## src/design/cache_geom_pkg.sv

```systemverilog
package cache_geom_pkg;

    ////////////////////
    // Geometry
    ////////////////////

    // 32 sets of two 16-byte ways give a 1 KiB cache
    localparam int OFFSET_BITS    = 4;  // Byte offset within a 16-byte line
    localparam int SET_BITS       = 5;  // Set index width
    localparam int NUM_SETS       = 32; // One set per index value
    localparam int WORDS_PER_LINE = 4;  // Four 32-bit words in a line
    localparam int WORD_SEL_BITS  = 2;  // Selects one word of the line
    localparam int TAG_BITS       = 23; // What is left of the 32-bit address
    localparam int NUM_WAYS       = 2;  // Two-way set-associative

    typedef logic [TAG_BITS-1:0]      tag_t;
    typedef logic [SET_BITS-1:0]      set_idx_t;
    typedef logic [WORD_SEL_BITS-1:0] word_sel_t;

    // Address as the tag compare sees it
    typedef struct packed {
        tag_t       tag;      // Compared against both ways
        set_idx_t   set;      // Picks the set
        word_sel_t  word;     // Picks the word in the line
        logic [1:0] byte_off; // Always zero for word requests
    } addr_fields_t;

    // Address as the memory port sees it
    typedef struct packed {
        logic [31-OFFSET_BITS:0] base; // Line base, shared by all four words
        logic [OFFSET_BITS-1:0]  off;  // Offset inside the line
    } addr_line_t;

    // One request address, decoded either for lookup or for line access
    typedef union packed {
        addr_fields_t f;
        addr_line_t   l;
    } cache_addr_u;

endpackage

```

## src/design/cache_tag_store.sv

```systemverilog
`timescale 1ns/1ps

module cache_tag_store (
    input  logic                        i_clk,
    input  logic                        i_rst,
    input  cache_geom_pkg::cache_addr_u i_addr,       // Current hart address
    output logic                        o_hit,        // Tag matched in a valid way
    output logic                        o_hit_way,    // Way that matched
    output logic                        o_victim_way, // Way a miss would refill
    input  logic                        i_touch,      // Hit was used, mark MRU
    input  logic                        i_touch_way,
    input  logic                        i_fill,       // First refill beat of a line
    input  logic                        i_fill_way
);
    ////////////////////
    // State
    ////////////////////

    cache_geom_pkg::tag_t tag_q [cache_geom_pkg::NUM_WAYS][cache_geom_pkg::NUM_SETS];
    logic [cache_geom_pkg::NUM_WAYS-1:0] valid_q [cache_geom_pkg::NUM_SETS];
    logic mru_q [cache_geom_pkg::NUM_SETS]; // Way touched last in each set

    cache_geom_pkg::set_idx_t            set_idx;
    logic [cache_geom_pkg::NUM_WAYS-1:0] set_valid;
    logic [cache_geom_pkg::NUM_WAYS-1:0] way_hit;

    assign set_idx   = i_addr.f.set;
    assign set_valid = valid_q[set_idx];

    ////////////////////
    // Lookup
    ////////////////////

    // Both ways are compared in parallel in the request cycle
    always_comb begin
        for (int w = 0; w < cache_geom_pkg::NUM_WAYS; w++) begin
            way_hit[w] = set_valid[w] && (tag_q[w][set_idx] == i_addr.f.tag);
        end
    end

    assign o_hit     = |way_hit;
    assign o_hit_way = way_hit[1]; // Only meaningful together with o_hit

    // An empty way is always taken first, way 0 before way 1
    always_comb begin
        if (!set_valid[0]) begin
            o_victim_way = 1'b0;
        end else if (!set_valid[1]) begin
            o_victim_way = 1'b1;
        end else begin
            o_victim_way = ~mru_q[set_idx]; // Full set evicts the way not used last
        end
    end

    ////////////////////
    // Update
    ////////////////////

    // The tag is written once per refill, on its first beat
    always_ff @(posedge i_clk) begin
        if (i_fill) begin
            tag_q[i_fill_way][set_idx] <= i_addr.f.tag;
        end
    end

    always_ff @(posedge i_clk) begin
        if (i_rst) begin
            for (int s = 0; s < cache_geom_pkg::NUM_SETS; s++) begin
                valid_q[s] <= '0;
                mru_q[s]   <= 1'b0; // All sets start with way 0 as MRU
            end
        end else if (i_fill) begin
            valid_q[set_idx][i_fill_way] <= 1'b1;
            mru_q[set_idx]               <= i_fill_way; // New line counts as used
        end else if (i_touch) begin
            mru_q[set_idx] <= i_touch_way;
        end
    end

    // A line is only ever allocated into the victim way, so a tag may never live twice in a set
    a_one_hit_way: assert property (@(posedge i_clk) disable iff (i_rst)
        !(way_hit[0] && way_hit[1]))
        else $error("Tag %h hit in both ways of set %0d", i_addr.f.tag, set_idx);

endmodule

```

## config.mk

```make
export PLATFORM = sky130hd
export DESIGN_NAME = cache_tag_store
export DESIGN_NICKNAME = d
export VERILOG_FILES = /design/src/design/cache_geom_pkg.sv /design/src/design/cache_tag_store.sv
export SDC_FILE = /design/constraint.sdc
export NUM_CORES = 1
export LEC_CHECK = 0
export BUFFER_PORTS_ARGS = -buffer_cell sky130_fd_sc_hd__buf_2
export CAP_MARGIN = 20
export CORE_AREA = 2 2 729 368
export DETAILED_ROUTE_END_ITERATION = 8
export DIE_AREA = 0 0 731 370
export PLACE_DENSITY = 0.32
export RECOVER_POWER = 100
export SETUP_SLACK_MARGIN = 0.15
export SYNTH_ARGS = -nofsm -noshare
export SYNTH_HDL_FRONTEND = slang
export SYNTH_SLANG_ARGS = --single-unit
```

## constraint.sdc

```tcl
create_clock -name i_clk -period 4.95 [get_ports i_clk]
set_clock_uncertainty 0.05 [all_clocks]
set_input_delay 0.7425 -clock i_clk [delete_from_list [all_inputs] [get_ports i_clk]]
set_output_delay 0.7425 -clock i_clk [all_outputs]
set_load 0.01 [all_outputs]
```

==> results of run 1 <==
-- layout by cell type (no fill, tap or decap), drive strengths merged, types with 11 or more instances in the layout --
master and n:
a21o 24, a22oi 42, buf 260, clkbuf 344, clkinv 64, dfxtp 64, edfxtp 1504, mux2i 608
mux4 88, nand2 45, nand4 15, nor2 231, nor4 80, o22ai 305, xnor2 11, xor2 35
-- state kept, by name (all words and copies together), names as in the netlist --
name	flops
mru_q	32
tag_q	1472
valid_q	64
-- area by class of cell --
type | instances | area share
diodes | 4 | 0.000138
inverters | 2 | 0.000103
clock buffers | 201 | 0.0583
multi-input cells | 1551 | 0.188
repair buffers | 403 | 0.0466
flip-flops and latches | 1568 | 0.640
clock inverters | 71 | 0.00564
well taps | 3536 | 0.0610
-- worst max-delay path, delay by kind of cell --
family | cells | cell delay, ns
AO/OA/AOI/OAI | 2 | 0.42
XOR/XNOR | 1 | 0.18
buffers and inverters | 7 | 1.25
AND/OR/NAND/NOR | 5 | 1.29
-- per-layer routing --
| metal | vias to the layer above | wire, µm |
|---|---|---|
| met4 | 2 | 2770 |
| met1 | 18000 | 129000 |
| li1 | 14100 | - |
| met3 | 201 | 14800 |
| met5 | - | 13 |
| met2 | 1028 | 91800 |
-- power groups by stage --
stage / clock network (µW) / registers, µW / logic [µW]
3_3_place_gp: 0 / 14900 / 1650
4_1_cts: 11800 / 14600 / 1660
3_5_place_dp: 0 / 14900 / 1640
5_1_grt: 12400 / 14700 / 1750
6_report: 11500 / 14700 / 1650
2_1_floorplan: 0 / 14900 / 717
-- cells by family (layout without fill, tap and decap cells) --
logic type	count (synthesis)	after routing	share of synthesized area
muxes	696	696	0.133
xor gates and xnor gates	46	46	0.00665
DFF	1568	1568	0.767
and+or+nand+nor	424	424	0.0336
other	0	4	0
AOI/OAI and AO/OA	385	385	0.0414
buffers and inverters	198	677	0.0181
-- repair_timing --
action / 4_1_cts / 5_1_grt
cloned: 0 / 3
resized for setup: 22 / 35
buffers inserted: 2 / 15
endpoints found under the setup margin: 2 / 2
hold endpoints to repair: 0 / 0
pin swaps: 3 / 14
-- final timing paths --
kind | startpoint | endpoint | slack (ns) | depth (start not counted)
max | i_addr[6] | o_hit | 0.20 | 15
max reg2reg | valid_q[14][0]$_DFF_P_ | valid_q[14][0]$_DFF_P_ | 4.25 | 2
min reg2reg | valid_q[29][1]$_DFF_P_ | valid_q[29][1]$_DFF_P_ | 0.42 | 2
min | i_rst | valid_q[1][0]$_DFF_P_ | 0.36 | 2
-- through the flow --
stage / utilization / power, µW / cells / setup slack (ns)
2_1_floorplan: - / 15700 / 3317 / 1.25
3_3_place_gp: 0.258 / 16600 / 7039 / -0.160
3_5_place_dp: 0.258 / 16600 / 7039 / -0.139
4_1_cts: 0.276 / 28200 / 7313 / 0.155
5_1_grt: 0.274 / 28800 / 7334 / 0.0931
6_report: 0.274 / 27800 / 7336 / 0.195
==> reports/qor.yml, run 1 <==
pwr:
  ir_drop_uv: 238
  combPwrFrac: 0.059
  p_int_uw: 21400
  power.leakage_uw: 0.0240
  p_switching_uw: 6430
  switching_share: 0.231
  power_frac_seq: 0.527
  clockPowerShare: 0.413
  power_density_nw_per_um2: 383
run_status:
  outcome: "finished, violations left"
  failed_checks: "capacitance limit, slew limit"
synth:
  synthCells: 3317
  yosysWarnings: 0
  seq_area_frac_synth: 0.767
  synth_nets: 3355
  synthTopCellsByArea: "edfxtp_1 (75%), mux2i_1 (10%), mux4_2 (3.3%)"
  synthTopCellsByCount: "edfxtp_1 (1504), mux2i_1 (608), o22ai_1 (305)"
  synth.largest_area_cell: "edfxtp_1"
  ys_seq_elements: 1568
  syn_area_um2: 60600
  synth-edff-count: 1504
  syn_avg_cell_area_um2: 18.3
  synthDistinctLibCells: 43
  synth_top_flop_cell: "edfxtp_1"
  synth_top_area_share: 0.746
  synth.most_common_cell: "edfxtp_1"
  ys_async_sr_fraction: 0
final_layout:
  syn_to_final_growth_pct: 19.8
  finalNetCount: 3722
  multiInputGateArea_um2: 13600
  nFillCells: 26500
  seq_area_um2: 46400
  drive_gt1_frac: 0.179
  fin_area_um2: 72500
critical_path:
  start_kind: "input pin"
  crit_fanout: 18
  crit_required_ns: 4.16
  crit_path_cell_trace: "buf_4, or4b_4, buf_12, o22ai_1, nor4_2, buf_4, nand2_1, xor2_1, nor4_2, buf_4, nand4b_1, buf_4, o22ai_2, buf_4, buf_2"
  cp_slowest_cell: "or4b_4"
  cpPeakStageDelay_ns: 0.68
  crit_type: "in -> out"
  crit_arrival_ns: 3.96
  cpMostUsedCell: "buf_4"
  cp-end-kind: "primary output"
sta:
  rsz0062_at_grt: "false"
  setup_viol_count_final: 0
  finalCritPeriodShare: 0.961
  worst_pin_slew_ns: 3.69
  finalMaxSlewViolations: 2054
  holdWs_ns: 0.359
  hold_violations: 0
  post-route-min-period_ns: 4.75
  slew_headroom: -1.46
  clock.fmax_ghz: 0.210
  setup_tns_ns: 0
clock_tree:
  insertion_delay_ns: 0.80
  cts_buffer_depth: 4
  numCtsBuffers: 158
  root_buffer: "clkbuf_16"
  cts_hold_buf: 0
  cts_sinks: 1568
  cts_max_level: 4
  cts_tree: "built"
  clk_pin_slew_ns: 0.06
detailed_routing:
  drtPass1Iterations: 6
  via_per_inst: 4.55
  via_count: 33400
  finalWirelength_mm: 239
  ant_nets: 0
  wire_per_inst_um: 32.5
  drc: 0
  drt-initial-drc-count: 3562
place:
  gp_congestion: 0.727
  dp_hpwl_mm: 143
  port_buffers: 36
  dpl-instance-area_um2: 68300
global_routing:
  grt_usage: 0.173
  grt_antenna_before_repair: 29
  top_usage_layer: "met1"
  grt_max_degree: 99
  overflow: 0
  met1_usage: 0.288
  use_met3: 0.0359
  grtUsageMet2: 0.227
  grt_pass1_wl_mm: 313
  grt_pass1_vias: 32000
floorplanning:
  initial_core_util: 0.229
  die_w_um: 731
  die_h_um: 370
  coreArea_um2: 265000
  rows: 134
  io_pins: 41
  design.die.area_um2: 270000
min_path:
  hp-class: "in -> reg"
job:
  cap_violations: 76
Power figures use the tool's default switching activity.
==> run 2: changes to the inputs <==
==> constraint.sdc (replaced) <==
create_clock -name i_clk -period 5.4 [get_ports i_clk]
set_clock_uncertainty 0.05 [all_clocks]
set_input_delay 0.81 -clock i_clk [delete_from_list [all_inputs] [get_ports i_clk]]
set_output_delay 0.81 -clock i_clk [all_outputs]
set_load 0.01 [all_outputs]
==> run 2 against run 1 <==
  * The run still ends with capacitance limit, slew limit left
  * Global-route usage decreased by 0.073 points
  * Via count decreased by 1.1%
  * Sequential power decreased by 9%
  * Cell area decreased by 1.0%
  * Sequential share of layout area increased by 0.65 points
  * Largest power group unchanged
  * Routed wire length decreased by 0.69%
  * Die area unchanged
  * Clock power decreased by 4%
  * Setup slack improved by 0.051 ns
==> reports/qor.yml, run 2 (same netlist as run 1, synthesis figures left out) <==
job:
  cap_violations: 87
critical_path:
  cp-end-kind: "primary output"
  crit_path_cell_trace: "clkbuf_4, or4b_4, buf_12, o22ai_1, nor4_1, nand2_1, xor2_1, buf_4, nor3_2, nand4_1, o22ai_1, buf_4, buf_2"
  critPathTopFamily: "simple AND/OR/NAND/NOR gates"
  crit_type: "in -> out"
  start_kind: "input pin"
  crit_fanout: 20
  r2r_slack_ns: 4.70
  r2r-start: "valid_q[4][0]$_DFF_P_"
  cpPeakStageDelay_ns: 0.69
  r2r_end: "valid_q[4][0]$_DFF_P_"
  cp_slowest_cell: "or4b_4"
  crit_arrival_ns: 4.29
  path_buf_inv: 5
  reg2reg_depth: 2
  crit_required_ns: 4.54
  critical_path_cell_count: 13
floorplanning:
  die_h_um: 370
  die_w_um: 731
  io_pins: 41
  initial_core_util: 0.229
  design.die.area_um2: 270000
  rows: 134
  coreArea_um2: 265000
global_routing:
  grt_usage: 0.172
  grt_pass1_wl_mm: 311
  grt_max_degree: 65
  grt_pass1_vias: 31800
  overflow: 0
  grt_antenna_before_repair: 27
final_layout:
  top_regs: "tag_q (1472), valid_q (64), mru_q (32)"
  most-common-layout-cells: "edfxtp_1 (1504), mux2i_1 (608), o22ai_1 (305), nor2_1 (202)"
  final_common_cell: "edfxtp_1"
  fin_cells: 7262
  fin_area_um2: 71800
  largest_reg_flops: 1472
  drive_gt1_frac: 0.145
  syn_to_final_growth_pct: 18.6
  top_register: "tag_q"
  finalNetCount: 3651
pwr:
  power_density_nw_per_um2: 361
  ir_drop_uv: 208
  power.leakage_uw: 0.0236
place:
  gp_congestion: 0.728
  dpl-instance-area_um2: 67700
  dp_slack_ns: 0.116
  dp_hpwl_mm: 144
  port_buffers: 36
  dp_cells: 6986
sta:
  setup_viol_count_final: 0
  holdWs_ns: 0.393
  worst_pin_slew_ns: 3.60
  clock.fmax_ghz: 0.194
  slew_headroom: -1.40
  post-route-min-period_ns: 5.15
  setup_tns_ns: 0
  hold_violations: 0
  finalMaxSlewViolations: 2177
  fin_ws_ns: 0.246
  finalCritPeriodShare: 0.955
  rsz0062_at_grt: "false"
clock_tree:
  cts_sinks: 1568
  cts_buffer_depth: 4
  numCtsBuffers: 156
  cts_max_level: 4
  cts_tree: "built"
  root_buffer: "clkbuf_16"
  insertion_delay_ns: 0.80
  clk_pin_slew_ns: 0.07
detailed_routing:
  drc: 0
  drt-initial-drc-count: 3847
  via_count: 33000
  wire_per_inst_um: 32.6
  drtPass1Iterations: 5
  finalWirelength_mm: 237
  ant_nets: 0
  via_per_inst: 4.54
min_path:
  hp-class: "in -> reg"
  holdPathEnd: "valid_q[11][1]$_DFF_P_"
  hold_depth: 2
  hold_start: "i_rst"
run_status:
  failed_checks: "capacitance limit, slew limit"
  outcome: "finished, violations left"
## run 2: cell count changes in the layout (fill, tap and decap cells not counted), sizes merged
cell	previous run	this run
buf	260	185
bufinv	3	14
clkbuf	344	339
clkinv	64	59
diode	4	5
inv	3	2
## run 2: metal layers
metal  share of wire  GRT usage  wire (µm)  vias to the layer above
li1                -          -          -                    14000
met1            0.55      0.294     131000                    17900
met2            0.38      0.224      89900                      912
met3           0.055     0.0284      13000                      198
met4           0.011     0.0203       2540                        4
met5        0.000093          0         22                        -
## run 2: how the worst max path moves through the flow
stage,start,to,slack (ns)
2_1_floorplan,i_addr[5],tag_q[0][100]$_DFFE_PP_,1.63
3_3_place_gp,i_addr[5],o_hit,0.12
3_5_place_dp,i_addr[6],o_hit,0.12
4_1_cts,i_addr[5],o_hit,0.19
5_1_grt,i_addr[5],o_hit,0.14
6_report,i_addr[6],o_hit,0.25
## run 2: where the power goes
group          switching, µW  total, µW  internal [µW]
Clock                   4860      11000           6150
Sequential              22.3      13400          13400
Combinational            987       1450            464
## run 2: layout make-up
cell class                      count  area (µm²)
Tap cell                         3536        4420
Inverter                            2        7.51
Clock buffer                      190        4180
Multi-Input combinational cell   1551       13400
Antenna cell                        5        12.5
Sequential cell                  1568       46400
Clock inverter                     76         691
Timing Repair Buffer              334        2670
Fill cell                       26500      193000
## run 2: worst reg2reg max path, stage by stage (launching register included)
cell and delay [ns]:
dfxtp_1 0.34, nor2_1 0.05, nor2_1 0.19
## run 2: what timing repair did
action	in CTS	in global routing
setup buffers	0	4
gates resized for setup	3	9
pin swaps	0	1
hold buffers	0	0
cloned	0	1
endpoints found under the setup margin	1	2
## run 2: metrics by stage
stage / utilization / total power [µW]
finish: 0.271 / 25900
global route: 0.271 / 26800
global placement: 0.256 / 15200
CTS: 0.274 / 26200
detailed placement: 0.256 / 15200
floorplan: - / 14300
==> run 3: changes to the inputs <==
--- a/config.mk
+++ b/config.mk
@@ -12,6 +12,7 @@
 export DIE_AREA = 0 0 731 370
 export PLACE_DENSITY = 0.32
 export RECOVER_POWER = 100
+export REMOVE_ABC_BUFFERS = 1
 export SETUP_SLACK_MARGIN = 0.15
 export SYNTH_ARGS = -nofsm -noshare
 export SYNTH_HDL_FRONTEND = slang
==> run 3 against run 2 <==
  * Clock power shrank 4%
  * Highest routed layer unchanged
  * First-iteration DRC count shrank 8.0%
  * Non-clock buffer count shrank 10
  * Via count is essentially flat
  * The run still ends with capacitance limit, slew limit left
  * Critical path type unchanged
  * Sequential cell count is the same
  * Sequential share of layout area grew 0.29 points
==> reports/qor.yml, run 3 (same netlist as run 1, synthesis figures left out) <==
run_status:
  outcome: "finished, violations left"
  failed_checks: "capacitance limit, slew limit"
detailed_routing:
  drtPass1Iterations: 5
  drc: 0
  ant_nets: 0
  wire_per_inst_um: 32.0
  drt-initial-drc-count: 3538
  via_per_inst: 4.54
  finalWirelength_mm: 232
  via_count: 33000
floorplanning:
  die_w_um: 731
  initial_core_util: 0.229
  rows: 134
  io_pins: 41
  design.die.area_um2: 270000
  die_h_um: 370
  coreArea_um2: 265000
critical_path:
  path_buf_inv: 7
  cpMostUsedCell: "buf_4"
  critPathTopFamily: "buffers and inverters"
  crit_path_cell_trace: "buf_8, buf_12, buf_16, mux2i_1, o22ai_1, nor4_1, nand2_1, xor2_1, nor4_1, buf_4, nand3_1, buf_4, o22ai_1, buf_4, buf_2"
  crit_arrival_ns: 4.34
  start_kind: "input pin"
  cp_slowest_cell: "nor4_1"
  crit_type: "in -> out"
  cpPeakStageDelay_ns: 0.61
  cp-end-kind: "primary output"
  crit_fanout: 32
  crit_required_ns: 4.54
  r2r_slack_ns: 4.70
clock_tree:
  insertion_delay_ns: 0.79
  cts_tree: "built"
  clk_pin_slew_ns: 0.07
  numCtsBuffers: 158
  cts_max_level: 4
  cts_sinks: 1568
  cts_buffer_depth: 4
  root_buffer: "clkbuf_16"
sta:
  finalMaxSlewViolations: 2545
  setup_viol_count_final: 0
  rsz0062_at_grt: "false"
  hold_violations: 0
  clock.fmax_ghz: 0.192
  holdWs_ns: 0.245
  fin_ws_ns: 0.200
  worst_pin_slew_ns: 3.70
  post-route-min-period_ns: 5.20
  slew_headroom: -1.46
  finalCritPeriodShare: 0.963
final_layout:
  largest_reg_flops: 1472
  final_core_util: 0.270
  fin_area_um2: 71500
  top_regs: "tag_q (1472), valid_q (64), mru_q (32)"
  top_register: "tag_q"
  most-common-layout-cells: "edfxtp_1 (1504), mux2i_1 (606), o22ai_1 (305), nor2_1 (192), clkbuf_1 (189)"
  nFillCells: 26500
  drive_gt1_frac: 0.143
  final_common_cell: "edfxtp_1"
  syn_to_final_growth_pct: 18.1
  finalNetCount: 3643
global_routing:
  grt_usage: 0.169
  grt_pass1_wl_mm: 309
  grt_antenna_before_repair: 25
  grt_max_degree: 89
  grt_pass1_vias: 31900
  overflow: 0
pwr:
  power_frac_seq: 0.529
  switching_share: 0.229
  p_int_uw: 19600
  power_density_nw_per_um2: 356
  ir_drop_uv: 201
  combPwrFrac: 0.056
  power.leakage_uw: 0.0234
  p_switching_uw: 5820
  clockPowerShare: 0.416
place:
  dp_slack_ns: -0.548
  dpl-instance-area_um2: 67400
  port_buffers: 36
  gp_congestion: 0.727
  dp_hpwl_mm: 140
job:
  cap_violations: 93
min_path:
  hp-class: "in -> reg"
run 3: worst paths after layout:
| path | startpoint | endpoint | cells after the start |
|---|---|---|---|
| min reg2reg | valid_q[4][1]$_DFF_P_ | valid_q[4][1]$_DFF_P_ | 2 |
| max reg2reg | valid_q[27][1]$_DFF_P_ | valid_q[27][1]$_DFF_P_ | 2 |
| max | i_addr[5] | o_hit | 15 |
| min | i_rst | valid_q[18][0]$_DFF_P_ | 2 |
run 3: per-layer routing:
metal | GRT usage | vias to the layer above | wire [µm]
met5 | 0 | - | 22
met3 | 0.0238 | 179 | 11300
met2 | 0.215 | 829 | 87400
met1 | 0.295 | 18000 | 131000
li1 | - | 14000 | -
met4 | 0.0205 | 4 | 2340
run 3: power by group through the flow:
stage / clock, µW / sequential [µW] / combinational, µW
after floorplan: 0 / 13700 / 484
after global placement: 0 / 13700 / 1450
after detailed placement: 0 / 13700 / 1440
after CTS: 10900 / 13400 / 1450
after global routing: 11400 / 13400 / 1500
final: 10600 / 13400 / 1410
run 3: repair_timing:
action                                  4_1_cts  5_1_grt
hold buffers                                  0        0
endpoints found under the setup margin        2        2
gates cloned                                  0        0
resized for setup                             6       11
pin swaps                                     3        0
setup buffers                                 7        0
run 3: stage by stage:
stage	instances	setup TNS, ns	power, µW
final	7254	0	25400
after global routing	7248	0	26300
after CTS	7246	0	25700
after detailed placement	6972	-0.985	15100
after global placement	6972	-0.817	15100
after floorplan	3121	0	14200
run 3: final cells by class:
type	count	area [µm²]	share of cell area
sequential	1568	46400	0.650
multi-input combinational	1551	13500	0.189
tap	3536	4420	0.0619
clock buffer	217	4290	0.0600
timing repair buffer	324	2480	0.0347
clock inverter	50	338	0.00473
antenna	6	15.0	0.000210
inverter	2	7.51	0.000105
