--- config.mk ---
export PLATFORM = sky130hd
export DESIGN_NAME = cache_ctrl
export DESIGN_NICKNAME = d
export VERILOG_FILES = /design/src/design/cache_geom_pkg.sv /design/src/design/cache_bus_pkg.sv /design/src/design/cache_ctrl.sv
export SDC_FILE = /design/constraint.sdc
export NUM_CORES = 1
export LEC_CHECK = 0
export CORE_AREA = 2 2 73 75
export CTS_BUF_LIST = sky130_fd_sc_hd__clkbuf_16
export DETAILED_ROUTE_END_ITERATION = 8
export DIE_AREA = 0 0 75 77
export DONT_BUFFER_PORTS = 1
export HOLD_SLACK_MARGIN = 0.06
export PLACE_DENSITY_LB_ADDON = 0.05
export SETUP_SLACK_MARGIN = 0.3
export SYNTH_ARGS = -nofsm -noshare
export SYNTH_HDL_FRONTEND = slang
export SYNTH_SLANG_ARGS = --single-unit
--- constraint.sdc ---
create_clock -name i_clk -period 2.12 [get_ports i_clk]
set_clock_uncertainty 0.05 [all_clocks]
set_input_delay 0.212 -clock i_clk [delete_from_list [all_inputs] [get_ports i_clk]]
set_output_delay 0.212 -clock i_clk [all_outputs]
set_load 0.01 [all_outputs]
--- src/design/cache_geom_pkg.sv ---
package cache_geom_pkg;

    ////////////////////
    // Geometry
    ////////////////////

    // 32 sets of two 16-byte ways give a 1 KiB cache
    localparam int OFFSET_BITS    = 4;  // Byte offset within a 16-byte line
    localparam int SET_BITS       = 5;  // Set index width
    localparam int NUM_SETS       = 32; // One set per index value
    localparam int WORDS_PER_LINE = 4;  // Four 32-bit words in a line
    localparam int WORD_SEL_BITS  = 2;  // Selects one word of the line
    localparam int TAG_BITS       = 23; // What is left of the 32-bit address
    localparam int NUM_WAYS       = 2;  // Two-way set-associative

    typedef logic [TAG_BITS-1:0]      tag_t;
    typedef logic [SET_BITS-1:0]      set_idx_t;
    typedef logic [WORD_SEL_BITS-1:0] word_sel_t;

    // Address as the tag compare sees it
    typedef struct packed {
        tag_t       tag;      // Compared against both ways
        set_idx_t   set;      // Picks the set
        word_sel_t  word;     // Picks the word in the line
        logic [1:0] byte_off; // Always zero for word requests
    } addr_fields_t;

    // Address as the memory port sees it
    typedef struct packed {
        logic [31-OFFSET_BITS:0] base; // Line base, shared by all four words
        logic [OFFSET_BITS-1:0]  off;  // Offset inside the line
    } addr_line_t;

    // One request address, decoded either for lookup or for line access
    typedef union packed {
        addr_fields_t f;
        addr_line_t   l;
    } cache_addr_u;

endpackage

--- src/design/cache_bus_pkg.sv ---
package cache_bus_pkg;

    ////////////////////
    // Hart side
    ////////////////////

    // Request fields that stay constant while the cache is busy
    // The read and write enables travel on their own ports
    typedef struct packed {
        cache_geom_pkg::cache_addr_u addr;  // Word-aligned request address
        logic [3:0]                  mask;  // One bit per byte lane
        logic [31:0]                 wdata; // Store data, lanes already in place
    } cache_req_t;

    ////////////////////
    // Memory side
    ////////////////////

    // Word-granular request toward the backing memory
    typedef struct packed {
        logic        ren;   // Read one word, answered later with valid
        logic        wen;   // Write one word, no response
        logic [31:0] addr;  // Word address with the low two bits at zero
        logic [31:0] wdata; // Full merged word for write-through
    } mem_req_t;

endpackage

--- src/design/cache_ctrl.sv ---
`timescale 1ns/1ps

module cache_ctrl (
    input  logic                      i_clk,
    input  logic                      i_rst,
    input  cache_bus_pkg::cache_req_t i_req,
    input  logic                      i_req_ren,
    input  logic                      i_req_wen,
    input  logic                      i_hit,
    input  logic                      i_hit_way,
    input  logic                      i_victim_way,
    input  logic [31:0]               i_merged,      // Word the store writes through
    input  logic                      i_mem_ready,
    input  logic                      i_mem_valid,
    output cache_bus_pkg::mem_req_t   o_mem_req,
    output logic                      o_busy,
    output logic                      o_touch,
    output logic                      o_touch_way,
    output logic                      o_fill,
    output logic                      o_fill_way,
    output logic                      o_refill,
    output logic                      o_refill_way,
    output cache_geom_pkg::word_sel_t o_refill_beat,
    output logic                      o_store,
    output logic                      o_store_way,
    output logic                      o_rd_way
);
    typedef enum logic [2:0] {
        LOOKUP,        // Idle and serving hits
        REFILL_ISSUE,  // Waiting for ready to ask for the next line word
        REFILL_WAIT,   // Read outstanding
        WRITE_THROUGH, // Pending store and the memory write
        DONE           // Read miss result shown with busy low
    } state_t;

    state_t                    state_q;
    state_t                    state_d;
    logic                      op_wr_q;  // Miss came from a store that is not merged yet
    logic                      op_wr_d;
    logic                      way_q;    // Way the miss or store works on
    logic                      way_d;
    cache_geom_pkg::word_sel_t beat_q;   // Line word being fetched
    cache_geom_pkg::word_sel_t beat_d;

    ////////////////////
    // State registers
    ////////////////////

    always_ff @(posedge i_clk) begin
        if (i_rst) begin
            state_q <= LOOKUP;
            op_wr_q <= 1'b0;
            way_q   <= 1'b0;
            beat_q  <= '0;
        end else begin
            state_q <= state_d;
            op_wr_q <= op_wr_d;
            way_q   <= way_d;
            beat_q  <= beat_d;
        end
    end

    ////////////////////
    // Next state and outputs
    ////////////////////

    always_comb begin
        state_d = state_q;
        op_wr_d = op_wr_q;
        way_d   = way_q;
        beat_d  = beat_q;

        // Strobes stay quiet unless a state raises them
        o_mem_req     = '0;
        o_busy        = 1'b0;
        o_touch       = 1'b0;
        o_touch_way   = i_hit_way;
        o_fill        = 1'b0;
        o_fill_way    = way_q;
        o_refill      = 1'b0;
        o_refill_way  = way_q;
        o_refill_beat = beat_q;
        o_store       = 1'b0;
        o_store_way   = way_q;
        o_rd_way      = way_q; // Latched way outside LOOKUP

        case (state_q)
            LOOKUP: begin
                o_rd_way    = i_hit_way;
                o_store_way = i_hit_way;
                if (i_req_ren || i_req_wen) begin
                    if (i_hit) begin
                        o_touch = 1'b1; // Either kind of hit makes the way MRU
                        if (i_req_wen) begin
                            o_store = 1'b1; // Cached copy merged at this edge
                            o_busy  = 1'b1;
                            way_d   = i_hit_way;
                            state_d = WRITE_THROUGH;
                        end
                    end else begin
                        // Miss of either kind refills the victim way from word 0
                        o_busy  = 1'b1;
                        op_wr_d = i_req_wen;
                        way_d   = i_victim_way;
                        beat_d  = '0;
                        state_d = REFILL_ISSUE;
                    end
                end
            end

            REFILL_ISSUE: begin
                o_busy = 1'b1;
                if (i_mem_ready) begin
                    o_mem_req.ren  = 1'b1;
                    o_mem_req.addr = {i_req.addr.l.base, beat_q, 2'b00};
                    state_d        = REFILL_WAIT;
                end
            end

            REFILL_WAIT: begin
                o_busy = 1'b1;
                if (i_mem_valid) begin
                    o_refill = 1'b1;
                    o_fill   = (beat_q == '0); // Tag and valid go in with the first word
                    beat_d   = beat_q + 1'b1;
                    if (&beat_q) begin
                        state_d = op_wr_q ? WRITE_THROUGH : DONE;
                    end else begin
                        state_d = REFILL_ISSUE;
                    end
                end
            end

            WRITE_THROUGH: begin
                o_busy = 1'b1;
                if (op_wr_q) begin
                    // Store after a write miss merges into the freshly filled line
                    o_store = 1'b1;
                    op_wr_d = 1'b0;
                end else if (i_mem_ready) begin
                    o_mem_req.wen   = 1'b1;
                    o_mem_req.addr  = {i_req.addr.l.base, i_req.addr.f.word, 2'b00};
                    o_mem_req.wdata = i_merged; // Cache already holds this word
                    state_d         = LOOKUP;
                end
            end

            DONE: begin
                state_d = LOOKUP; // o_rd_way still points at the filled way here
            end

            default: begin
                state_d = LOOKUP;
            end
        endcase
    end

    ////////////////////
    // Checks
    ////////////////////

    // Neither the hart nor this FSM may ask for a read and a write together
    a_one_enable: assert property (@(posedge i_clk) disable iff (i_rst)
        !(i_req_ren && i_req_wen) && !(o_mem_req.ren && o_mem_req.wen))
        else $error("Read and write enables both high on a bus");

    // Memory only samples requests while it is ready
    a_req_when_ready: assert property (@(posedge i_clk) disable iff (i_rst)
        (o_mem_req.ren || o_mem_req.wen) |-> i_mem_ready)
        else $error("Memory request raised with i_mem_ready low");

endmodule

==> results of run 1 <==
## synth_stat cells, types with 2 or more instances
library cell  count
and2_1           61
dfxtp_1           7
nand2b_1          6
nor2_1            6
buf_4             5
buf_6             5
a21oi_1           4
clkbuf_1          4
nor3_1            4
mux2i_1           3
nand2_1           3
nand3_1           3
a22o_1            2
and3_1            2
ha_1              2
inv_1             2
o21ai_0           2
## worst paths after layout
path                            slack [ns]                to  depth (start not counted)
worst max-delay path                  0.28     o_mem_req[30]                          6
worst min-delay path                  0.10        state_q[0]                          2
worst max register to register        0.49  o_refill_beat[1]                          4
worst min register to register        0.58        state_q[0]                          3
## cell type report
| cell class | instances | area share [%] |
|---|---|---|
| clock buffer | 3 | 5.013 |
| clock inverter | 1 | 0.2506 |
| inverter | 2 | 0.5013 |
| multi-input combinational | 120 | 61.90 |
| sequential | 7 | 9.942 |
| tap | 70 | 5.848 |
| timing repair buffer | 18 | 16.54 |
## power by group through the flow
stage | Combinational [uW] | Clock [uW] | Sequential (uW)
6_report | 736 | 325 | 243
5_1_grt | 803 | 342 | 253
4_1_cts | 699 | 331 | 242
3_5_place_dp | 548 | 0 | 249
3_3_place_gp | 552 | 0 | 251
2_1_floorplan | 534 | 0 | 203
## per-stage QoR
step           std cells  cell area (um2)  hold slack, ns  util, %  power, uW
3_3_place_gp         203             1084          0.2383    21.77      802.5
3_5_place_dp         203             1084          0.2397    21.77      797.2
2_1_floorplan        142             1067          0.2339        -      736.8
4_1_cts              218             1405         0.09845    28.23       1272
5_1_grt              221             1498          0.1204    30.09       1398
6_report             221             1498          0.1003    30.09       1303
## registers in the layout, summed over array words and instances (netlist names)
| signal | count |
|---|---|
| op_wr_q | 1 |
| o_refill_beat | 2 |
| o_fill_way | 1 |
| state_q | 3 |
## what timing repair did
action,CTS,global route
resized for setup,30,19
hold buffers,1,0
gates cloned,4,1
pin swaps,6,27
setup buffers,6,2
hold endpoints to repair,4,0
setup endpoints to repair,63,52
## kinds of logic (layout without fill, tap and decap cells)
kind of cell | Yosys count | after routing | synth area share [%]
and+or+nand+nor | 93 | 93 | 54.59
AOI/OAI and AO/OA | 17 | 18 | 13.65
buffers and inverters | 16 | 24 | 10.94
DFF | 7 | 7 | 13.18
muxes | 5 | 5 | 4.941
adders and majority gates | 2 | 2 | 2.353
other | 1 | 2 | 0.3526
## critical path, cell delays in order (launching register included)
cell and delay (ns):
dfxtp_4 0.33, and2b_2 0.23, nand2_4 0.07, nor3b_4 0.24
buf_6 0.18, buf_12 0.13, and2_4 0.15
## metal layers
| metal | GRT usage, % | vias up |
|---|---|---|
| li1 | - | 484 |
| met1 | 14.51 | 472 |
| met2 | 22.81 | 98 |
| met3 | 6.307 | 0 |
| met4 | 1.071 | 0 |
| met5 | 0 | - |
==> run_results.csv, run 1 <==
group,metric,value,unit
final_layout,layout_commonest_cell,"and2_4",
floorplanning,row_count,26,
cts,cts_made_buffers,3,
setup_path,cp.arrival,1.57,ns
final_layout,nFillCells,532,
global_route,grt_max_degree,17,
floorplanning,ios,187,
timing,setup_slack,0.2837,ns
pwr,seq_power_share,18.6,%
synthesis,seq_area_frac_synth,13.18,%
cts,cts_max_level,1,
floorplanning,die_height,77,um
timing,hold_viol,0,
final_layout,multi_input_area,927.1,um2
setup_path,start_kind,"flop",
synthesis,yosysTopAreaCell,"and2_1",
floorplanning,initial_core_util,21.37,%
pwr,p_sw,529.1,uW
synthesis,synthFlopType,"dfxtp_1",
drt,ant_nets,0,
drt,via_count,1054,
final_layout,layout-drive-gt1-share,44.37,%
timing,finalCritPeriodShare,86.62,%
timing,rsz0062_at_grt,"true",
synthesis,synth_top_area_share,35.88,%
cts,clock_latency,0.23,ns
global_route,grt_pass1_vias,1029,
placed_design,post-dp-hpwl,2986,um
timing,fin_tns_setup,0,ns
setup_path,critPathCaptureType,"output pin",
drt,viasPerCell,4.769,
synthesis,avgSynthCellArea,7.543,um2
drt,drc,0,
final_layout,final_cell_mix,"and2_4, and2_1, buf_4",
synthesis,netlist_instances,141,
setup_path,critPathKind,"flop to output pin",
pwr,intPower,773.9,uW
drt,wl_met1,1561,um
placed_design,globalplace.congestion,0.7514,
synthesis,synth.area.top_cells,"and2_1, dfxtp_1, buf_6",
global_route,grt_pass1_wl,5706,um
synthesis,synthArstFlopShare,0,%
timing,setup_viol,0,
pwr,p_leak,0.0006411,uW
pwr,swShare,40.61,%
setup_path,path_max_fanout,7,
pwr,vdd_drop_max,273.1,uV
final_layout,synthToLayoutAreaGrowth,40.82,%
drt,routed.top_layer,"met3",
placed_design,dp_slack,0.3468,ns
cts,cts_tree,"done",
pwr,p_comb_share,56.4,%
drt,met2WireLength,2018,um
timing,final-max-slew-violation-count,0,
drt,avgRoutedWirePerCell,18.56,um
synthesis,synth_edf_count,0,
synthesis,yosysWarnings,0,
timing,fin_crit,1.836,ns
global_route,antenna_found_initial,0,
pwr,pwr-share-clk,24.9,%
timing,fmax,544.6,MHz
cts,cts.sinks,7,
final_layout,seqCellArea,148.9,um2
floorplanning,core,4977,um2
pwr,power_density,870.0,nW/um2
setup_path,worstSetupStartpoint,"state_q[2]",
floorplanning,die_w,75,um
drt,routed_wl,4102,um
drt,wl_met3,521,um
cts,cts_root_buf,"clkbuf_16",
cts,path_clk_slew,0.04,ns
global_route,grt.overflow.total,0,
final_layout,diodes,0,
floorplanning,die_area,5775,um2
cts,clk_path_buf_depth,2,
setup_path,cp.required,1.86,ns
placed_design,portBuffers,0,
drt,initialDrtViolationCount,32,
hold_path,hp-class,"input pin to flop",
run,cap_viol_max_count,0,
final_layout,nets,263,
synthesis,ys_ff_latch,7,
drt,dr.pass1.iters,4,
synthesis,synth_area,1064,um2
setup_path,r2r-start,"state_q[1]",
hold_path,min_from,"i_rst",
global_route,grt_use_total,13.01,%
outcome,outcome,"complete, no violations",
synthesis,yosysUniqueCellTypes,37,
Note: power is estimated with default switching activity, not from simulation.
==> inputs of run 2 (changes only) <==
--- a/config.mk
+++ b/config.mk
@@ -5,10 +5,11 @@
 export SDC_FILE = /design/constraint.sdc
 export NUM_CORES = 1
 export LEC_CHECK = 0
-export CORE_AREA = 2 2 73 75
+export ABC_AREA = 1
+export CORE_AREA = 2 2 71 73
 export CTS_BUF_LIST = sky130_fd_sc_hd__clkbuf_16
 export DETAILED_ROUTE_END_ITERATION = 8
-export DIE_AREA = 0 0 75 77
+export DIE_AREA = 0 0 73 75
 export DONT_BUFFER_PORTS = 1
 export HOLD_SLACK_MARGIN = 0.06
 export PLACE_DENSITY_LB_ADDON = 0.05
==> run 2 against run 1 <==
Critical path depth is 1 higher. Setup slack better by 0.056 ns. Non-clock buffer count is 16 lower. Worst hold slack worse by 0.022 ns. Cell count is 32% higher. Combinational power is 6.3% higher. Sequential power is 4% higher. Routed wire length is 9.6% lower. Fmax is 3.2% higher. Sequential cell count stayed put. Die area is 5.2% lower. Via count is 19% higher. Largest power group unchanged.
==> run_results.csv, run 2 <==
group,metric,value,unit
setup_path,worstRegToRegCells,8,
placed_design,placed_area,1142,um2
timing,setup_slack,0.3401,ns
drt,via_count,1259,
timing,fin_tns_setup,0,ns
final_layout,stdcell_area,1396,um2
drt,routed_wl,3710,um
setup_path,cp_slowest_cell,"dfxtp_2",
run,cap_viol_max_count,0,
synthesis,netlist_instances,238,
synthesis,synth_common_cells,"nor2_1, inv_1, nand2_1, nand3_1, dfxtp_1",
final_layout,largest_reg_flops,3,
final_layout,diodes,0,
global_route,grt.overflow.total,0,
setup_path,cp.arrival,1.52,ns
pwr,vdd_drop_max,374.1,uV
cts,post_cts_buffers,0,
floorplanning,die_w,73,um
setup_path,crit_chain,"inv_2, nor2_4, nand2_2, nor3_4, buf_6, nor2_4, nor2_1",
cts,cts_tree,"done",
pwr,p_comb_share,57.8,%
synthesis,yosysMostFrequentCell,"nor2_1",
setup_path,r2r_slack,0.57,ns
cts,cts_max_level,1,
pwr,power_density,968.0,nW/um2
timing,fin_crit,1.780,ns
global_route,grt_use_total,11.58,%
synthesis,yosysWarnings,0,
drt,ant_nets,0,
setup_path,r2r-start,"state_q[1]",
synthesis,seq_area_frac_synth,12.11,%
synthesis,yosysTopAreaCell,"nor2_1",
pwr,p_sw,716.9,uW
final_layout,nets,349,
synthesis,synth.area.top_cells,"nor2_1, inv_1, dfxtp_1",
setup_path,critPathCaptureType,"output pin",
hold_path,min_to,"o_refill_beat[0]",
final_layout,synthToLayoutAreaGrowth,20.65,%
cts,clk_path_buf_depth,2,
final_layout,top_register,"state_q",
floorplanning,initial_core_util,24.83,%
cts,path_clk_slew,0.04,ns
pwr,pwr-share-clk,23.5,%
drt,initialDrtViolationCount,15,
timing,final-max-slew-violation-count,0,
setup_path,cp.required,1.86,ns
cts,cts.sinks,7,
timing,hold_viol,0,
final_layout,final_cell_mix,"inv_1, nor2_2, nor2_1",
floorplanning,die_height,75,um
global_route,grt_max_degree,33,
timing,setup_viol,0,
placed_design,post-dp-hpwl,2963,um
placed_design,portBuffers,0,
hold_path,hp-class,"input pin to flop",
outcome,outcome,"complete, no violations",
setup_path,start_kind,"flop",
setup_path,path_max_fanout,7,
hold_path,worstHoldPathCells,3,
final_layout,layout-drive-gt1-share,25.74,%
floorplanning,row_count,25,
drt,avgRoutedWirePerCell,12.75,um
synthesis,synth_edf_count,0,
synthesis,synth_area,1157,um2
synthesis,avgSynthCellArea,4.863,um2
timing,rsz0062_at_grt,"true",
global_route,grt_pass1_wl,4878,um
floorplanning,ios,187,
setup_path,slowest_delay,0.34,ns
drt,dr.pass1.iters,3,
timing,finalCritPeriodShare,83.96,%
timing,fmax,561.8,MHz
final_layout,stdcell_count,291,
cts,clock_latency,0.23,ns
placed_design,dp_slack,0.3269,ns
cts,cts_made_buffers,3,
synthesis,synth_top_area_share,26.27,%
timing,timing.hold.ws,0.07783,ns
drt,viasPerCell,4.326,
cts,cts_root_buf,"clkbuf_16",
global_route,antenna_found_initial,0,
pwr,p_leak,0.0008518,uW
final_layout,layout_commonest_cell,"inv_1",
synthesis,yosysUniqueCellTypes,19,
placed_design,globalplace.congestion,0.7453,
placed_design,dpl.cell_count,284,
setup_path,crit_top_cell,"nor2_4",
setup_path,timing.rr.end,"o_refill_beat[0]",
pwr,seq_power_share,18.7,%
drt,drc,0,
pwr,intPower,634.8,uW
setup_path,cpLargestDelayFamily,"simple AND/OR/NAND/NOR gates",
pwr,swShare,53.04,%
synthesis,synthArstFlopShare,0,%
floorplanning,die_area,5475,um2
hold_path,min_from,"i_rst",
floorplanning,core,4661,um2
setup_path,worst-path-buf-inv,2,
synthesis,ys_ff_latch,7,
synthesis,synthFlopType,"dfxtp_1",
setup_path,critPathKind,"flop to output pin",
global_route,grt_pass1_vias,1038,
==> run 2: what timing repair did <==
| action | CTS | global route |
|---|---|---|
| hold buffers | 1 | 0 |
| hold endpoints to repair | 1 | 0 |
| pin swaps | 1 | 0 |
| gates resized for setup | 2 | 55 |
| cloned | 1 | 1 |
| setup endpoints to repair | 28 | 63 |
==> run 2: routing by layer <==
| metal | vias up | part of all wire (%) | GRT usage, % |
|---|---|---|---|
| li1 | 650 | - | - |
| met1 | 539 | 36 | 12.31 |
| met2 | 66 | 56 | 22.02 |
| met3 | 4 | 6.3 | 2.811 |
| met4 | 0 | 0.97 | 4.321 |
| met5 | - | 0 | 0 |
==> run 2: worst max path at each step <==
stage	to	startpoint	slack (ns)	depth (start not counted)
2_1_floorplan	o_mem_req[11]	state_q[0]	0.55	7
3_3_place_gp	o_mem_req[55]	state_q[1]	0.30	7
3_5_place_dp	o_mem_req[55]	state_q[1]	0.33	7
4_1_cts	o_mem_req[55]	state_q[0]	0.26	7
5_1_grt	o_mem_req[48]	state_q[0]	0.22	7
6_report	o_mem_req[48]	state_q[0]	0.34	7
==> run 2: cell families after synthesis <==
logic type | count (synthesis) | share of synthesized area, %
AO/OA/AOI/OAI | 10 | 5.081
adder cells (fa/ha/maj) | 2 | 2.162
buffers and inverters | 90 | 34.05
flip-flops | 7 | 12.11
other | 1 | 0.3240
AND/OR/NAND/NOR | 128 | 46.27
==> run 2: layout make-up <==
cell class,instances,area (um2)
sequential,7,141.4
clock buffer,3,75.07
tap,54,67.56
timing repair buffer,2,21.27
fill,558,3264
inverter,80,305.3
multi-input combinational,144,782.0
clock inverter,1,3.754
==> run 2: per-stage QoR <==
step	power, uW	util, %
after global placement	974.7	24.51
after global routing	1491	29.96
final	1352	29.96
after floorplan	884.1	-
after CTS	1303	26.66
after detailed placement	960.2	24.51
==> run 2: power by group through the flow <==
stage | Sequential [uW] | Clock [uW] | Combinational [uW]
6_report | 252 | 317 | 782
5_1_grt | 262 | 336 | 894
4_1_cts | 252 | 326 | 724
3_5_place_dp | 254 | 0 | 706
3_3_place_gp | 257 | 0 | 718
2_1_floorplan | 234 | 0 | 650
==> run 2: worst reg2reg max path, delay by kind of cell (launching register included) <==
kind	cells	cell delay, ns
buffers and inverters	2	0.17
DFF	1	0.37
and+or+nand+nor	5	0.70
AOI/OAI and AO/OA	1	0.16
==> inputs of run 3 (changes only) <==
==> constraint.sdc (replaced) <==
create_clock -name i_clk -period 1.7 [get_ports i_clk]
set_clock_uncertainty 0.05 [all_clocks]
set_input_delay 0.17 -clock i_clk [delete_from_list [all_inputs] [get_ports i_clk]]
set_output_delay 0.17 -clock i_clk [all_outputs]
set_load 0.01 [all_outputs]
==> run 3 against run 2 <==
The run now ends with setup timing left. First-iteration DRC count increased by 73%. Global-route usage increased by 2.5 points. Critical path type unchanged. Die area unchanged. Clock-buffer cell count unchanged. Non-clock buffer count increased by 39.
==> run_results.csv, run 3 (synthesis gave the netlist of run 2 again) <==
group,metric,value,unit
outcome,outcome,"finished, violations left",
outcome,violations,"setup timing",
setup_path,worstRegToRegCells,11,
final_layout,fin_util,52.38,%
floorplanning,die_w,73,um
hold_path,hp-class,"input pin to flop",
placed_design,post-dp-hpwl,2913,um
global_route,antenna_found_initial,0,
timing,timing.hold.ws,0.1231,ns
final_layout,multi_input_area,1289,um2
timing,rsz0062_at_grt,"true",
setup_path,path_max_fanout,8,
floorplanning,core,4661,um2
final_layout,layout-drive-gt1-share,54.55,%
timing,hold_viol,0,
timing,finalCritPeriodShare,101.6,%
setup_path,start_kind,"flop",
drt,via_count,1491,
drt,routed_wl,4531,um
floorplanning,ios,187,
setup_path,r2r_slack,0.12,ns
placed_design,placed_area,1241,um2
placed_design,portBuffers,0,
setup_path,cp.required,1.48,ns
global_route,grt_max_degree,17,
cts,cts_max_level,1,
cts,path_clk_slew,0.03,ns
drt,dr.pass1.iters,4,
drt,ant_nets,0,
setup_path,critPathCaptureType,"output pin",
global_route,grt_pass1_wl,6106,um
placed_design,globalplace.congestion,0.7312,
floorplanning,die_area,5475,um2
final_layout,stdcell_area,2441,um2
timing,setup_viol,34,
final_layout,diodes,0,
timing,final-max-slew-violation-count,0,
global_route,grt_use_total,14.09,%
timing,fin_crit,1.728,ns
setup_path,r2r-start,"state_q[0]",
cts,cts_made_buffers,3,
setup_path,timing.rr.end,"state_q[1]",
final_layout,largest_reg_flops,3,
pwr,p_leak,0.001205,uW
final_layout,layout_commonest_cell,"inv_1",
setup_path,cp.arrival,1.51,ns
setup_path,critPathKind,"flop to output pin",
floorplanning,initial_core_util,24.83,%
pwr,vdd_drop_max,931.2,uV
drt,drc,0,
global_route,grt_pass1_vias,1309,
drt,avgRoutedWirePerCell,13.77,um
pwr,p_total,2964,uW
floorplanning,die_height,75,um
cts,cts.sinks,7,
final_layout,seqCellArea,148.9,um2
hold_path,min_to,"state_q[0]",
floorplanning,row_count,25,
run,cap_viol_max_count,0,
cts,clock_latency,0.23,ns
timing,fmax,578.8,MHz
final_layout,nets,387,
hold_path,min_from,"i_rst",
cts,clk_path_buf_depth,2,
timing,fin_tns_setup,-0.4302,ns
drt,initialDrtViolationCount,26,
cts,cts_tree,"done",
final_layout,nFillCells,427,
timing,setup_slack,-0.02782,ns
final_layout,synthToLayoutAreaGrowth,110.9,%
drt,viasPerCell,4.532,
final_layout,top_register,"state_q",
final_layout,final_cell_mix,"inv_1, nor2_4, buf_6",
pwr,power_density,1214,nW/um2
global_route,grt.overflow.total,0,
cts,cts_root_buf,"clkbuf_16",
hold_path,worstHoldPathCells,3,
## run 3: worst max path at each step
| stage | startpoint | to | depth (start not counted) |
|---|---|---|---|
| detailed placement | state_q[1] | o_mem_req[63] | 7 |
| CTS | state_q[0] | o_mem_req[63] | 9 |
| global route | state_q[0] | o_mem_req[27] | 9 |
| global placement | state_q[1] | o_mem_req[63] | 7 |
| floorplan | state_q[0] | o_mem_req[11] | 7 |
| finish | state_q[0] | o_mem_req[20] | 9 |
## run 3: cell type report
cell class	count	area share, %
flip-flops and latches	7	6.099
inverters	80	13.28
clock inverters	1	0.1538
clock buffers	3	3.075
repair buffers	41	21.83
multi-input cells	143	52.79
well taps	54	2.768
## run 3: timing repair
item / CTS / global route
cloned: 5 / 1
endpoints found under the setup margin: 74 / 76
gates resized for setup: 129 / 69
hold endpoints to repair: 2 / 0
pin swaps: 12 / 31
setup buffers: 14 / 15
hold buffers: 1 / 0
## run 3: report_power, final
part	internal [uW]	total [uW]	leakage (uW)	switching (uW)
combinational	1010	2250	0.00110	1240
clock	305	386	0.0000423	80.7
sequential	230	333	0.0000594	104
## run 3: worst max-delay path: stages, from the launching register on
cell       delay (ns)
dfxtp_2          0.34
inv_2            0.06
nor2_4           0.11
nand2_4          0.06
nor3_4           0.14
buf_6            0.13
buf_6            0.10
inv_8            0.05
clkbuf_16        0.18
nor2_4           0.11
## run 3: metrics by stage
step | std cells | setup slack [ns]
floorplan | 239 | 0.2076
global placement | 289 | -0.06727
CTS | 313 | -0.08710
global route | 329 | -0.1068
detailed placement | 289 | -0.07439
finish | 329 | -0.02782
## run 3: routing by layer
metal  GRT usage, %  share of wire (%)  vias to the layer above
li1               -                  -                      732
met1          13.50                 33                      700
met2          30.93                 63                       57
met3         0.9371                4.3                        2
met4          4.321               0.49                        0
met5              0                  0                        -
